**src/verilog/trap_pkg.sv**
```systemverilog
// ---------------------------------------
// trap unit shared definitions
// bus and request structs, register map,
// cause codes and mstatus bit positions
// ---------------------------------------
package trap_pkg;

    typedef logic [31:0] xlen_t;

    typedef enum logic [1:0] {
        ECALL  = 2'd0,
        EBREAK = 2'd1,
        MRET   = 2'd2
    } trap_kind_e;

    typedef struct packed {
        logic       valid;
        trap_kind_e kind;
        xlen_t      pc;
    } trap_req_t;

    typedef struct packed {
        logic  valid;
        xlen_t target;
    } redirect_t;

    typedef enum logic [1:0] {
        MEPC    = 2'd0,
        MSTATUS = 2'd1,
        MCAUSE  = 2'd2
    } csr_sel_e;

    typedef struct packed {
        logic     en;
        csr_sel_e sel;
        xlen_t    data;
    } csr_wr_t;

    typedef struct packed {
        logic       awvalid;
        xlen_t      awaddr;
        logic       wvalid;
        xlen_t      wdata;
        logic [3:0] wstrb;
        logic       bready;
        logic       arvalid;
        xlen_t      araddr;
        logic       rready;
    } axil_req_t;

    typedef struct packed {
        logic       awready;
        logic       wready;
        logic       bvalid;
        logic [1:0] bresp;
        logic       arready;
        logic       rvalid;
        xlen_t      rdata;
        logic [1:0] rresp;
    } axil_rsp_t;

    // register map, byte offsets
    localparam xlen_t REG_MTIME_LO    = 32'h00;
    localparam xlen_t REG_MTIME_HI    = 32'h04;
    localparam xlen_t REG_MTIMECMP_LO = 32'h08;
    localparam xlen_t REG_MTIMECMP_HI = 32'h0C;
    localparam xlen_t REG_MTVEC       = 32'h10;
    localparam xlen_t REG_MEPC        = 32'h14;
    localparam xlen_t REG_MCAUSE      = 32'h18;
    localparam xlen_t REG_MSTATUS     = 32'h1C;

    localparam xlen_t CAUSE_ECALL_M    = 32'd11;
    localparam xlen_t CAUSE_BREAKPOINT = 32'd3;
    localparam xlen_t CAUSE_M_TIMER    = 32'h8000_0007; // interrupt bit set

    localparam int MSTATUS_MIE  = 3;
    localparam int MSTATUS_MPIE = 7;

    // byte-lane merge for partial bus writes
    function automatic xlen_t apply_strb(xlen_t old_val, xlen_t new_val, logic [3:0] strb);
        xlen_t res;
        res = old_val;
        for (int i = 0; i < 4; i++) begin
            if (strb[i]) begin
                res[8*i +: 8] = new_val[8*i +: 8];
            end
        end
        return res;
    endfunction

endpackage

```
**src/verilog/axil_reg_port.sv**
```systemverilog
// ---------------------------------------
// AXI4-Lite register port
// write strobe to timer and CSR file,
// registered read mux over the map
// ---------------------------------------
module axil_reg_port (
    input  logic                clk_i,
    input  logic                rst_ni,
    input  trap_pkg::axil_req_t axil_req_i,
    input  logic [63:0]         mtime_i,
    input  logic [63:0]         mtimecmp_i,
    input  trap_pkg::xlen_t     mtvec_i,
    input  trap_pkg::xlen_t     mepc_i,
    input  trap_pkg::xlen_t     mcause_i,
    input  trap_pkg::xlen_t     mstatus_i,
    output trap_pkg::axil_rsp_t axil_rsp_o,
    output logic                wr_en_o,
    output trap_pkg::xlen_t     wr_addr_o,
    output trap_pkg::xlen_t     wr_data_o,
    output logic [3:0]          wr_strb_o
);

    logic            bvalid_q;
    logic            rvalid_q;
    trap_pkg::xlen_t rdata_q;
    trap_pkg::xlen_t rd_mux;
    logic            wr_hs;
    logic            rd_hs;

    // address and data taken together
    assign wr_hs = axil_req_i.awvalid && axil_req_i.wvalid && !bvalid_q;
    assign rd_hs = axil_req_i.arvalid && !rvalid_q;

    assign wr_en_o   = wr_hs;
    assign wr_addr_o = axil_req_i.awaddr;
    assign wr_data_o = axil_req_i.wdata;
    assign wr_strb_o = axil_req_i.wstrb;

    always_comb begin
        case (axil_req_i.araddr)
            trap_pkg::REG_MTIME_LO:    rd_mux = mtime_i[31:0];
            trap_pkg::REG_MTIME_HI:    rd_mux = mtime_i[63:32];
            trap_pkg::REG_MTIMECMP_LO: rd_mux = mtimecmp_i[31:0];
            trap_pkg::REG_MTIMECMP_HI: rd_mux = mtimecmp_i[63:32];
            trap_pkg::REG_MTVEC:       rd_mux = mtvec_i;
            trap_pkg::REG_MEPC:        rd_mux = mepc_i;
            trap_pkg::REG_MCAUSE:      rd_mux = mcause_i;
            trap_pkg::REG_MSTATUS:     rd_mux = mstatus_i;
            default:                   rd_mux = '0;  // unmapped
        endcase
    end

    always_ff @(posedge clk_i) begin
        if (!rst_ni) begin
            bvalid_q <= 1'b0;
            rvalid_q <= 1'b0;
        end else begin
            if (wr_hs) begin
                bvalid_q <= 1'b1;
            end else if (axil_req_i.bready) begin
                bvalid_q <= 1'b0;
            end
            if (rd_hs) begin
                rvalid_q <= 1'b1;
            end else if (axil_req_i.rready) begin
                rvalid_q <= 1'b0;
            end
        end
    end

    always_ff @(posedge clk_i) begin
        if (rd_hs) begin
            rdata_q <= rd_mux;
        end
    end

    always_comb begin
        axil_rsp_o         = '0;  // OKAY responses
        axil_rsp_o.awready = wr_hs;
        axil_rsp_o.wready  = wr_hs;
        axil_rsp_o.bvalid  = bvalid_q;
        axil_rsp_o.arready = !rvalid_q;
        axil_rsp_o.rvalid  = rvalid_q;
        axil_rsp_o.rdata   = rdata_q;
    end

    a_bvalid_hold : assert property (
        @(posedge clk_i) disable iff (!rst_ni)
        bvalid_q && !axil_req_i.bready |=> bvalid_q
    );

endmodule

```
**src/verilog/machine_timer.sv**
```systemverilog
// ---------------------------------------
// machine timer
// prescaled 64-bit mtime, mtimecmp compare
// and registered timer-pending flag
// ---------------------------------------
module machine_timer #(
    parameter int unsigned TICK_DIV = 1
) (
    input  logic            clk_i,
    input  logic            rst_ni,
    input  logic            wr_en_i,
    input  trap_pkg::xlen_t wr_addr_i,
    input  trap_pkg::xlen_t wr_data_i,
    input  logic [3:0]      wr_strb_i,
    output logic [63:0]     mtime_o,
    output logic [63:0]     mtimecmp_o,
    output logic            pending_o
);

    localparam int unsigned PW = (TICK_DIV > 1) ? $clog2(TICK_DIV) : 1;

    logic [PW-1:0] presc_q;
    logic          tick;
    logic [63:0]   mtime_q;
    logic [63:0]   mtimecmp_q;
    logic          pending_q;

    assign tick = (presc_q == PW'(TICK_DIV - 1));

    always_ff @(posedge clk_i) begin
        if (!rst_ni || tick) begin
            presc_q <= '0;
        end else begin
            presc_q <= presc_q + 1'b1;
        end
    end

    // bus write wins over the increment
    always_ff @(posedge clk_i) begin
        if (!rst_ni) begin
            mtime_q <= '0;
        end else if (wr_en_i && wr_addr_i == trap_pkg::REG_MTIME_LO) begin
            mtime_q[31:0] <= trap_pkg::apply_strb(mtime_q[31:0], wr_data_i, wr_strb_i);
        end else if (wr_en_i && wr_addr_i == trap_pkg::REG_MTIME_HI) begin
            mtime_q[63:32] <= trap_pkg::apply_strb(mtime_q[63:32], wr_data_i, wr_strb_i);
        end else if (tick) begin
            mtime_q <= mtime_q + 64'd1;
        end
    end

    always_ff @(posedge clk_i) begin
        if (!rst_ni) begin
            mtimecmp_q <= '1;  // far future, nothing pending
        end else if (wr_en_i && wr_addr_i == trap_pkg::REG_MTIMECMP_LO) begin
            mtimecmp_q[31:0] <= trap_pkg::apply_strb(mtimecmp_q[31:0], wr_data_i, wr_strb_i);
        end else if (wr_en_i && wr_addr_i == trap_pkg::REG_MTIMECMP_HI) begin
            mtimecmp_q[63:32] <= trap_pkg::apply_strb(mtimecmp_q[63:32], wr_data_i, wr_strb_i);
        end
    end

    always_ff @(posedge clk_i) begin
        if (!rst_ni) begin
            pending_q <= 1'b0;
        end else begin
            pending_q <= (mtime_q >= mtimecmp_q);
        end
    end

    assign mtime_o    = mtime_q;
    assign mtimecmp_o = mtimecmp_q;
    assign pending_o  = pending_q;

endmodule

```
**src/verilog/trap_csr_file.sv**
```systemverilog
// ---------------------------------------
// trap CSR file
// mtvec, mepc, mcause and mstatus storage,
// sequencer writes win over bus writes
// ---------------------------------------
module trap_csr_file #(
    parameter trap_pkg::xlen_t MTVEC_RESET = 32'h0000_0100
) (
    input  logic              clk_i,
    input  logic              rst_ni,
    input  trap_pkg::csr_wr_t seq_wr_i,
    input  logic              bus_wr_en_i,
    input  trap_pkg::xlen_t   bus_wr_addr_i,
    input  trap_pkg::xlen_t   bus_wr_data_i,
    input  logic [3:0]        bus_wr_strb_i,
    output trap_pkg::xlen_t   mtvec_o,
    output trap_pkg::xlen_t   mepc_o,
    output trap_pkg::xlen_t   mcause_o,
    output trap_pkg::xlen_t   mstatus_o
);

    trap_pkg::xlen_t mtvec_q;
    trap_pkg::xlen_t mepc_q;
    trap_pkg::xlen_t mcause_q;
    logic            mie_q;
    logic            mpie_q;
    logic            bus_mtvec;
    logic            bus_mstatus;
    trap_pkg::xlen_t mtvec_new;
    trap_pkg::xlen_t mstatus_new;

    assign bus_mtvec   = bus_wr_en_i && bus_wr_addr_i == trap_pkg::REG_MTVEC;
    assign bus_mstatus = bus_wr_en_i && bus_wr_addr_i == trap_pkg::REG_MSTATUS;
    assign mtvec_new   = trap_pkg::apply_strb(mtvec_q, bus_wr_data_i, bus_wr_strb_i);
    assign mstatus_new = trap_pkg::apply_strb(mstatus_o, bus_wr_data_i, bus_wr_strb_i);

    always_ff @(posedge clk_i) begin
        if (!rst_ni) begin
            mtvec_q  <= {MTVEC_RESET[31:2], 2'b00};
            mepc_q   <= '0;
            mcause_q <= '0;
            mie_q    <= 1'b0;
            mpie_q   <= 1'b0;
        end else begin
            if (bus_mtvec) begin
                mtvec_q <= {mtvec_new[31:2], 2'b00};  // direct mode only
            end
            if (seq_wr_i.en && seq_wr_i.sel == trap_pkg::MEPC) begin
                mepc_q <= seq_wr_i.data;
            end
            if (seq_wr_i.en && seq_wr_i.sel == trap_pkg::MCAUSE) begin
                mcause_q <= seq_wr_i.data;
            end
            if (seq_wr_i.en && seq_wr_i.sel == trap_pkg::MSTATUS) begin
                mie_q  <= seq_wr_i.data[trap_pkg::MSTATUS_MIE];
                mpie_q <= seq_wr_i.data[trap_pkg::MSTATUS_MPIE];
            end else if (bus_mstatus) begin
                mie_q  <= mstatus_new[trap_pkg::MSTATUS_MIE];
                mpie_q <= mstatus_new[trap_pkg::MSTATUS_MPIE];
            end
        end
    end

    always_comb begin
        mstatus_o = '0;  // only MIE and MPIE are implemented
        mstatus_o[trap_pkg::MSTATUS_MIE]  = mie_q;
        mstatus_o[trap_pkg::MSTATUS_MPIE] = mpie_q;
    end

    assign mtvec_o  = mtvec_q;
    assign mepc_o   = mepc_q;
    assign mcause_o = mcause_q;

    a_sel_legal : assert property (
        @(posedge clk_i) disable iff (!rst_ni)
        seq_wr_i.en |-> seq_wr_i.sel inside {trap_pkg::MEPC, trap_pkg::MSTATUS, trap_pkg::MCAUSE}
    );

endmodule

```
**src/verilog/trap_sequencer.sv**
```systemverilog
// ---------------------------------------
// trap sequencer
// arbitrates ecall/ebreak, timer irq and mret,
// then writes mepc, mstatus, mcause in order
// and pulses the fetch redirect
// ---------------------------------------
module trap_sequencer (
    input  logic                clk_i,
    input  logic                rst_ni,
    input  trap_pkg::trap_req_t trap_req_i,
    input  trap_pkg::xlen_t     cur_pc_i,
    input  logic                timer_pending_i,
    input  trap_pkg::xlen_t     mstatus_i,
    input  trap_pkg::xlen_t     mtvec_i,
    input  trap_pkg::xlen_t     mepc_i,
    output trap_pkg::csr_wr_t   csr_wr_o,
    output trap_pkg::redirect_t redirect_o,
    output logic                busy_o
);

    typedef enum logic [5:0] {
        IDLE        = 6'b000001,
        W_MEPC      = 6'b000010,
        W_MSTATUS   = 6'b000100,
        W_MCAUSE    = 6'b001000,
        REDIRECT    = 6'b010000,
        MRET_STATUS = 6'b100000
    } state_e;

    state_e          state_q;
    logic            ret_q;     // redirect goes to mepc
    trap_pkg::xlen_t epc_q;
    trap_pkg::xlen_t cause_q;
    trap_pkg::xlen_t mstatus_trap;
    trap_pkg::xlen_t mstatus_ret;
    logic            take_sync;
    logic            take_irq;
    logic            take_mret;

    assign take_sync = trap_req_i.valid &&
                       (trap_req_i.kind == trap_pkg::ECALL ||
                        trap_req_i.kind == trap_pkg::EBREAK);
    assign take_irq  = timer_pending_i && mstatus_i[trap_pkg::MSTATUS_MIE];
    assign take_mret = trap_req_i.valid && trap_req_i.kind == trap_pkg::MRET;

    assign busy_o = (state_q != IDLE);

    always_ff @(posedge clk_i) begin
        if (!rst_ni) begin
            state_q <= IDLE;
            ret_q   <= 1'b0;
        end else begin
            case (state_q)
                IDLE: begin
                    // sync trap outranks the interrupt, mret comes last
                    if (take_sync || take_irq) begin
                        state_q <= W_MEPC;
                        ret_q   <= 1'b0;
                    end else if (take_mret) begin
                        state_q <= MRET_STATUS;
                        ret_q   <= 1'b1;
                    end
                end
                W_MEPC:      state_q <= W_MSTATUS;
                W_MSTATUS:   state_q <= W_MCAUSE;
                W_MCAUSE:    state_q <= REDIRECT;
                MRET_STATUS: state_q <= REDIRECT;
                REDIRECT:    state_q <= IDLE;
                default:     state_q <= IDLE;
            endcase
        end
    end

    // return pc and cause, captured on entry
    always_ff @(posedge clk_i) begin
        if (state_q == IDLE) begin
            if (take_sync) begin
                epc_q   <= trap_req_i.pc;
                cause_q <= (trap_req_i.kind == trap_pkg::EBREAK) ?
                           trap_pkg::CAUSE_BREAKPOINT : trap_pkg::CAUSE_ECALL_M;
            end else if (take_irq) begin
                epc_q   <= cur_pc_i;  // resume where the core stopped
                cause_q <= trap_pkg::CAUSE_M_TIMER;
            end
        end
    end

    always_comb begin
        mstatus_trap = mstatus_i;
        mstatus_trap[trap_pkg::MSTATUS_MPIE] = mstatus_i[trap_pkg::MSTATUS_MIE];
        mstatus_trap[trap_pkg::MSTATUS_MIE]  = 1'b0;
        mstatus_ret = mstatus_i;
        mstatus_ret[trap_pkg::MSTATUS_MIE]  = mstatus_i[trap_pkg::MSTATUS_MPIE];
        mstatus_ret[trap_pkg::MSTATUS_MPIE] = 1'b1;
    end

    always_comb begin
        csr_wr_o   = '{en: 1'b0, sel: trap_pkg::MEPC, data: '0};
        redirect_o = '0;
        case (state_q)
            W_MEPC:      csr_wr_o = '{en: 1'b1, sel: trap_pkg::MEPC, data: epc_q};
            W_MSTATUS:   csr_wr_o = '{en: 1'b1, sel: trap_pkg::MSTATUS, data: mstatus_trap};
            W_MCAUSE:    csr_wr_o = '{en: 1'b1, sel: trap_pkg::MCAUSE, data: cause_q};
            MRET_STATUS: csr_wr_o = '{en: 1'b1, sel: trap_pkg::MSTATUS, data: mstatus_ret};
            REDIRECT: begin
                redirect_o.valid  = 1'b1;
                redirect_o.target = ret_q ? mepc_i : mtvec_i;
            end
            default: ;
        endcase
    end

    // a single redirect per trap or return
    a_redirect_single : assert property (
        @(posedge clk_i) disable iff (!rst_ni)
        redirect_o.valid |=> !redirect_o.valid
    );

    // the core must be stalled while CSRs change
    a_write_while_busy : assert property (
        @(posedge clk_i) disable iff (!rst_ni)
        csr_wr_o.en |-> busy_o
    );

endmodule

```
**src/verilog/trap_unit_top.sv**
```systemverilog
// ---------------------------------------
// trap unit top
// bus port, machine timer, CSR file
// and trap sequencer
// ---------------------------------------
module trap_unit_top #(
    parameter int unsigned     TICK_DIV    = 1,
    parameter trap_pkg::xlen_t MTVEC_RESET = 32'h0000_0100
) (
    input  logic                clk_i,
    input  logic                rst_ni,
    input  trap_pkg::trap_req_t trap_req_i,
    input  trap_pkg::xlen_t     cur_pc_i,
    output trap_pkg::redirect_t redirect_o,
    output logic                busy_o,
    input  trap_pkg::axil_req_t axil_req_i,
    output trap_pkg::axil_rsp_t axil_rsp_o
);

    logic              wr_en;
    trap_pkg::xlen_t   wr_addr;
    trap_pkg::xlen_t   wr_data;
    logic [3:0]        wr_strb;
    logic [63:0]       mtime;
    logic [63:0]       mtimecmp;
    logic              timer_pending;
    trap_pkg::xlen_t   mtvec;
    trap_pkg::xlen_t   mepc;
    trap_pkg::xlen_t   mcause;
    trap_pkg::xlen_t   mstatus;
    trap_pkg::csr_wr_t csr_wr;

    axil_reg_port axil_reg_port_i (
        .clk_i      (clk_i),
        .rst_ni     (rst_ni),
        .axil_req_i (axil_req_i),
        .mtime_i    (mtime),
        .mtimecmp_i (mtimecmp),
        .mtvec_i    (mtvec),
        .mepc_i     (mepc),
        .mcause_i   (mcause),
        .mstatus_i  (mstatus),
        .axil_rsp_o (axil_rsp_o),
        .wr_en_o    (wr_en),
        .wr_addr_o  (wr_addr),
        .wr_data_o  (wr_data),
        .wr_strb_o  (wr_strb)
    );

    machine_timer #(
        .TICK_DIV (TICK_DIV)
    ) machine_timer_i (
        .clk_i      (clk_i),
        .rst_ni     (rst_ni),
        .wr_en_i    (wr_en),
        .wr_addr_i  (wr_addr),
        .wr_data_i  (wr_data),
        .wr_strb_i  (wr_strb),
        .mtime_o    (mtime),
        .mtimecmp_o (mtimecmp),
        .pending_o  (timer_pending)
    );

    trap_csr_file #(
        .MTVEC_RESET (MTVEC_RESET)
    ) trap_csr_file_i (
        .clk_i         (clk_i),
        .rst_ni        (rst_ni),
        .seq_wr_i      (csr_wr),
        .bus_wr_en_i   (wr_en),
        .bus_wr_addr_i (wr_addr),
        .bus_wr_data_i (wr_data),
        .bus_wr_strb_i (wr_strb),
        .mtvec_o       (mtvec),
        .mepc_o        (mepc),
        .mcause_o      (mcause),
        .mstatus_o     (mstatus)
    );

    trap_sequencer trap_sequencer_i (
        .clk_i           (clk_i),
        .rst_ni          (rst_ni),
        .trap_req_i      (trap_req_i),
        .cur_pc_i        (cur_pc_i),
        .timer_pending_i (timer_pending),
        .mstatus_i       (mstatus),
        .mtvec_i         (mtvec),
        .mepc_i          (mepc),
        .csr_wr_o        (csr_wr),
        .redirect_o      (redirect_o),
        .busy_o          (busy_o)
    );

endmodule
```
**config.mk**
```make
export PLATFORM = sky130hd
export DESIGN_NAME = trap_unit_top
export DESIGN_NICKNAME = d
export VERILOG_FILES = /design/src/verilog/trap_pkg.sv /design/src/verilog/axil_reg_port.sv /design/src/verilog/machine_timer.sv /design/src/verilog/trap_csr_file.sv /design/src/verilog/trap_sequencer.sv /design/src/verilog/trap_unit_top.sv
export SDC_FILE = /design/constraint.sdc
export NUM_CORES = 1
export LEC_CHECK = 0
export ABC_AREA = 1
export BUFFER_PORTS_ARGS = -buffer_cell sky130_fd_sc_hd__buf_2
export CORE_ASPECT_RATIO = 0.9
export CORE_MARGIN = 4
export CORE_UTILIZATION = 63
export DETAILED_ROUTE_END_ITERATION = 10
export GPL_TIMING_DRIVEN = 0
export PLACE_DENSITY = 0.89
export SYNTH_ARGS = -nofsm -noshare
export SYNTH_HDL_FRONTEND = slang
export SYNTH_SLANG_ARGS = --single-unit
```
**constraint.sdc**
```tcl
create_clock -name clk_i -period 8.5 [get_ports clk_i]
set_input_delay 0.85 -clock clk_i [delete_from_list [all_inputs] [get_ports clk_i]]
set_output_delay 0.85 -clock clk_i [all_outputs]
set_load 0.01 [all_outputs]
```
-- Yosys cells after proc, flatten, opt, wreduce, memory -nomap -nowiden
Index checks and enable logic that the tools add are counted.
- output and inout port bits: 75
- bits of input ports: 174
- logic and storage cells: 160
- register bits after elaboration: 331
- eq/ne operators: 35
- bitwise operators: 3
- reductions and logical operators: 55
- muxes and demuxes: 31
- $lt $le $gt $ge: 1
- add/subtract/negate cells: 2
- operators by type and width (cell ; number):
    $mux 32 ; 8
    $pmux 32 s8 ; 1
    $eq 32x5->1 const B ; 6
    $pmux 35 s4 ; 1
    $eq 32x4->1 const B ; 4
    $add 64x1->64 const B ; 1
    $eq 32x3->1 const B ; 2
    $ge 64x64->1 ; 1
    $logic_not 32->1 ; 2
    $mux 64 ; 1
    $mux 8 ; 5
    $reduce_and 3->1 ; 12
    $mux 33 ; 1
    $pmux 6 s4 ; 1
    $reduce_and 2->1 ; 11
    $ne 2x2->1 const B ; 10
    $logic_and 1x1->1 ; 15
    $mux 6 ; 2
    $reduce_bool 2->1 ; 6
    $mux 1 ; 10
    $eq 6x1->1 const B ; 1
    $eq 6x2->1 const B ; 1
    $eq 6x3->1 const B ; 1
    $eq 6x4->1 const B ; 1
    other kinds (14) ; 23

-- Depth between registers and ports, before layout
- word-level depth: 6
- mapped depth: 14
- gate-level depth less buffers: 14

-- By module
Synthesis repeated with hierarchy kept, for this count alone.
- cell total of the unflattened synthesis: 3211
- area total of the unflattened synthesis: 20657.3 um^2
- by module, submodules not included (module ; sequential area each (um^2) ; cells an instance ; area an instance (um^2) ; instances):
    machine_timer ; 2602.5 ; 1586 ; 9442.8 ; 1
    axil_reg_port ; 1001.0 ; 722 ; 4335.4 ; 1
    trap_csr_file ; 1921.8 ; 563 ; 4068.9 ; 1
    trap_sequencer ; 1191.1 ; 340 ; 2810.2 ; 1

-- Least setup slack after synthesis
Ideal clock, no wire load.
- kind: input-to-reg
- start point: in trap_req_i[34] in the netlist's numbering
- end point: reg trap_sequencer_i.cause_q[2], enable pin
- library setup time: 0.429 ns
- required time: 8.071 ns
- stages on the path: 4
- buffers on the path: 0
- data arrival time: 2.782 ns
- setup slack: 5.289 ns
- path through: inv_1 -> nor2_1 -> a21oi_1 -> nor2_1
- longest elaborated chain between the ends: 3
- RTL lines (item ; line ; text):
    start, declared ; trap_unit_top.sv:12 ; input trap_pkg::trap_req_t trap_req_i,
    $logic_and 1x1->1 ; trap_sequencer.sv:40 ; assign take_sync = trap_req_i.valid &&
    $reduce_bool 2->1 (no line) ; - ;
    $reduce_and 2->1 (no line) ; - ;
    end signal, assigned ; trap_sequencer.sv:79 ; cause_q <= (trap_req_i.kind == trap_pkg::EBREAK) ?
    end signal, assigned ; trap_sequencer.sv:83 ; cause_q <= trap_pkg::CAUSE_M_TIMER;
    end, declared ; trap_sequencer.sv:33 ; trap_pkg::xlen_t cause_q;
No other way between the ends.
A chain may end at the register's enable or synchronous reset.

==> results summary <==
The global router's overall resource usage is 45.76%. The distinct cell type count of the synthesized netlist came out at 42. The number of antenna violations at the first check in global routing is 0.

In the routed design, unresolved DRC markers number 0. The maximum net fanout on the critical path is 10. After floorplanning, the core was divided into 58 placement rows. CTS placed an instance of clkbuf_16 at the clock tree root. TritonCTS built the clock tree. The synthesis-to-finish area growth came out at 16.05%. The worst clock skew came out at 24.19 ps. After synthesis, the largest area contributor takes up 26.43% of total cell area. Across all register-to-register paths, the minimum setup slack is 5730 ps. The required time at the worst-slack endpoint is 7650 ps. The placer congestion estimate came out at 1.138.

The final HPWL from detailed placement came out at 56890 um. The routed wire length is 73820 um. The minimum clock period came out at 3262 ps. The setup path with the least slack is of type reg2out. The startpoint of the worst-slack reg-to-reg timing path is machine_timer_i.mtime_o[1]$_SDFFE_PN0P_. The pin count of the biggest net entering global routing is 37.

The count of warnings emitted by yosys is 0. For this run, asynchronously set or reset flops after synthesis account for 0%. Summed over all cells, the static leakage comes to 9.424 nW. The destination of the worst hold path is trap_csr_file_i.mcause_o[12]$_SDFFE_PN0P_. Broken down by cell family, the worst path's largest delay share belongs to buffers and inverters. The flow ran to the end, and the final reports show no timing, DRC or antenna violations.

The cell with the largest stage delay on the worst path is dfxtp_1. At the pin with the least slew margin, the transition time is 1205 ps. The maximum count of clock buffers along a single path came out at 3. In this run the post-CTS setup repair buffer count came out at 0.

Counting every sink on the clock net gives 302. The final count of pins violating max slew was 0. The startpoint identified for the worst hold timing path is trap_csr_file_i.mcause_o[12]$_SDFFE_PN0P_.

The total congestion overflow after global routing is 0. In the synthesized netlist, the number of instances is 2674. The core region is 27870 um^2. Walking the worst path, the cells encountered are nor2_1, nand2_1, nor3_1, inv_1, clkbuf_1, a21oi_1, buf_2. The number of port buffers is 243. Once detail routing completed, the nets flagged for antenna violations numbered 0.

The worst-case headroom to the max-slew limit came out at 19.68%. The worst hold-check slack is 442.3 ps. The maximum vdd drop is 0.1518 mV. The first global-routing pass estimated 109400 um of wire. The number of vias per cell is 6.227. The number of non-filler instances in the completed layout is 3343. The share of synthesized area occupied by flip-flops and latches came out at 37.73%. The arrival time of the worst setup path came out at 2410 ps. The sum of negative setup slack is 0 ps. The worst setup path is launched from a register.

The tightest min-delay check is of the reg2reg type. The number of global-route vias before repair is 19790. At the end of the flow the core is filled with cells to 74.12%. Averaged over all synthesized cells, the footprint is 6.657 um^2. The count of flip-flops with a built-in enable after synthesis came out at 67. The ratio of total power to cell area came out at 162.0 nW/um^2.

The insertion delay of the later-clocked pin in the worst-skew pair is 540 ps. The clock-pin slew of the registers on the worst-case setup and hold paths is 60 ps. The capturing point of the worst reg2reg path is machine_timer_i.mtime_o[38]$_SDFFE_PN0P_.

The placed cell count is 3281. The initial core utilization is 63.87%. The DRC violation total after the first TritonRoute iteration is 3397. The worst setup path is captured at an output pin.

The final period utilization is 38.37%. The synthesized area is 17800 um^2. Ranked by total cell area, the synthesized netlist is headed by dfxtp_1 (26%), nand2_1 (14%), edfxtp_1 (11%).

Post-CTS repair changed the size of 0 cells. Setup repair after global routing left no endpoint under its margin. The H-tree was split into 2 levels. Counting both buffers and inverters, the worst setup path holds a total of 3.

The depth of the worst register-to-register path is 10. Setup violations remaining at the end of the flow were counted as 0. Counting instances in the post-synthesis netlist gives the leading cell types as nand2_1 (672), nor2_1 (427), inv_1 (296), dfxtp_1 (235), o21ai_0 (205). The most common cell in the synthesized netlist is nand2_1. The die width came out at 185.2 um.

The average wire per cell in the routed design came out at 22.08 um. The hold path depth came out at 2. Hold repair after CTS inserted 0 buffers. The number of placed I/O pins is 249. The main flop type after synthesis is dfxtp_1. Detailed routing inserted a total of 20820 vias.

The fraction of final layout cells with drive strength greater than 1 came out at 13.01%. The maximum clock rate is 0.3066 GHz. The vertical extent of the die is 167.5 um. The die covers 31010 um^2. In this run the number of cells on the critical path is 7. Summed over all instances, the cell type with the most area after synthesis is dfxtp_1.

The number of flip-flops and latches in the synthesized netlist came out at 302. The first detailed-routing pass took 6 iterations. The delay of the slowest critical-path stage came out at 340 ps. In the final design database the tool counted 3196 nets. The final hold violation count came out at 0. The layout filler cell count is 2237.

In this run, CTS created clock tree buffers numbering 34. Across the run, the number of max-cap violations was 0.
[worst reg2reg max path, stage by stage (launching register included)]
cell and delay [ps]:
dfxtp_1 510, ha_1 300, nand3_1 270, nor2_1 290, nand3_1 130, nor2_1 460
nand2_1 230, o21ai_0 200, nand2_1 60, o21ai_0 160, nor2_1 50
[cell usage in the layout (no fill, tap or decap), types with 2 or more instances in the layout]
cell / instances
nand2_1: 672
nor2_1: 426
inv_1: 295
buf_2: 269
dfxtp_1: 235
o21ai_0: 205
nand3_1: 190
a21oi_1: 177
clkbuf_1: 82
edfxtp_1: 67
ha_1: 65
o211ai_1: 45
nor3_1: 42
clkbuf_16: 37
nand4_1: 28
o211ai_2: 16
xnor2_1: 14
buf_4: 10
inv_2: 9
nor2_4: 9
xor2_1: 9
nand3b_1: 7
nand2_2: 6
clkinv_2: 6
buf_1: 5
o21ai_1: 5
o21a_1: 5
conb_1: 5
nor4_1: 4
nand3_2: 4
o21ai_4: 3
o22ai_1: 3
or2_2: 3
clkbuf_8: 3
bufinv_16: 3
nor2_2: 2
o31ai_1: 2
and3_1: 2
clkinv_8: 2
[registers in the layout (all words and copies together) (netlist names)]
register and cells:
machine_timer_i.presc_q 1, axil_reg_port_i.rdata_q 32, trap_csr_file_i.mie_q 1, trap_sequencer_i.ret_q 1, machine_timer_i.mtime_o 64, trap_csr_file_i.mcause_o 32, trap_sequencer_i.state_q 6, machine_timer_i.pending_o 1
trap_csr_file_i.mepc_o 32, trap_csr_file_i.mpie_q 1, axil_reg_port_i.bvalid_q 1, trap_sequencer_i.cause_q 3, axil_reg_port_i.rvalid_q 1, trap_sequencer_i.epc_q 32, machine_timer_i.mtimecmp_o 64, trap_csr_file_i.mtvec_o 30
[power by group]
part / internal [W] / total [W] / switching (W)
logic: 0.0000788 / 0.000256 / 0.000178
registers: 0.00150 / 0.00153 / 0.0000267
clock network: 0.000918 / 0.00156 / 0.000646
[worst max-delay path by stage]
stage | start | end | slack (ps)
after floorplan | trap_req_i[34] | trap_sequencer_i.cause_q[2]$_SDFFCE_PN1P_ | 5290
after global placement | trap_req_i[33] | trap_sequencer_i.epc_q[26]$_DFFE_PP_ | 4400
after detailed placement | axil_req_i[2] | axil_reg_port_i.rdata_q[31]$_DFFE_PP_ | 5160
after CTS | trap_sequencer_i.state_q[2]$_SDFFE_PN0P_ | redirect_o[8] | 5360
after global routing | trap_sequencer_i.state_q[2]$_SDFFE_PN0P_ | redirect_o[21] | 5170
final | trap_sequencer_i.state_q[2]$_SDFFE_PN0P_ | redirect_o[8] | 5240
[per-layer routing]
metal	track usage (%)	wire, um
met1	59.42	26660
met2	69.44	31410
met3	13.51	10890
met4	23.10	4864
met5	0	0
[cell type report]
cell class	instances	area, um^2	share of cell area (%)
multi-input cells	1955	9448	45.74
flip-flops and latches	302	6716	32.52
repair buffers	243	1216	5.888
inverters	305	1145	5.542
clock buffers	48	997.2	4.828
plain buffers	116	513.0	2.483
well taps	360	450.4	2.181
clock inverters	13	167.7	0.8117
diodes	1	2.502	0.01211
[logic make-up after synthesis]
logic type / count (synthesis) / share of synthesized area (%)
xor gates and xnor gates: 23 / 1.132
adders and majority gates: 65 / 4.569
other: 1 / 0.02107
AOI/OAI and AO/OA: 463 / 14.67
buffers and inverters: 421 / 9.314
and+or+nand+nor: 1399 / 32.56
DFF: 302 / 37.73
[through the flow]
stage               setup slack [ps]  power [W]  instance area, um^2
detailed placement              5157   0.001799                19490
finish                          5238   0.003347                20660
floorplan                       5289   0.001671                17810
CTS                             5364   0.003304                20650
global route                    5175   0.003406                20650
global placement                4403   0.001788                19480
Note: power is estimated with default switching activity, not from simulation.
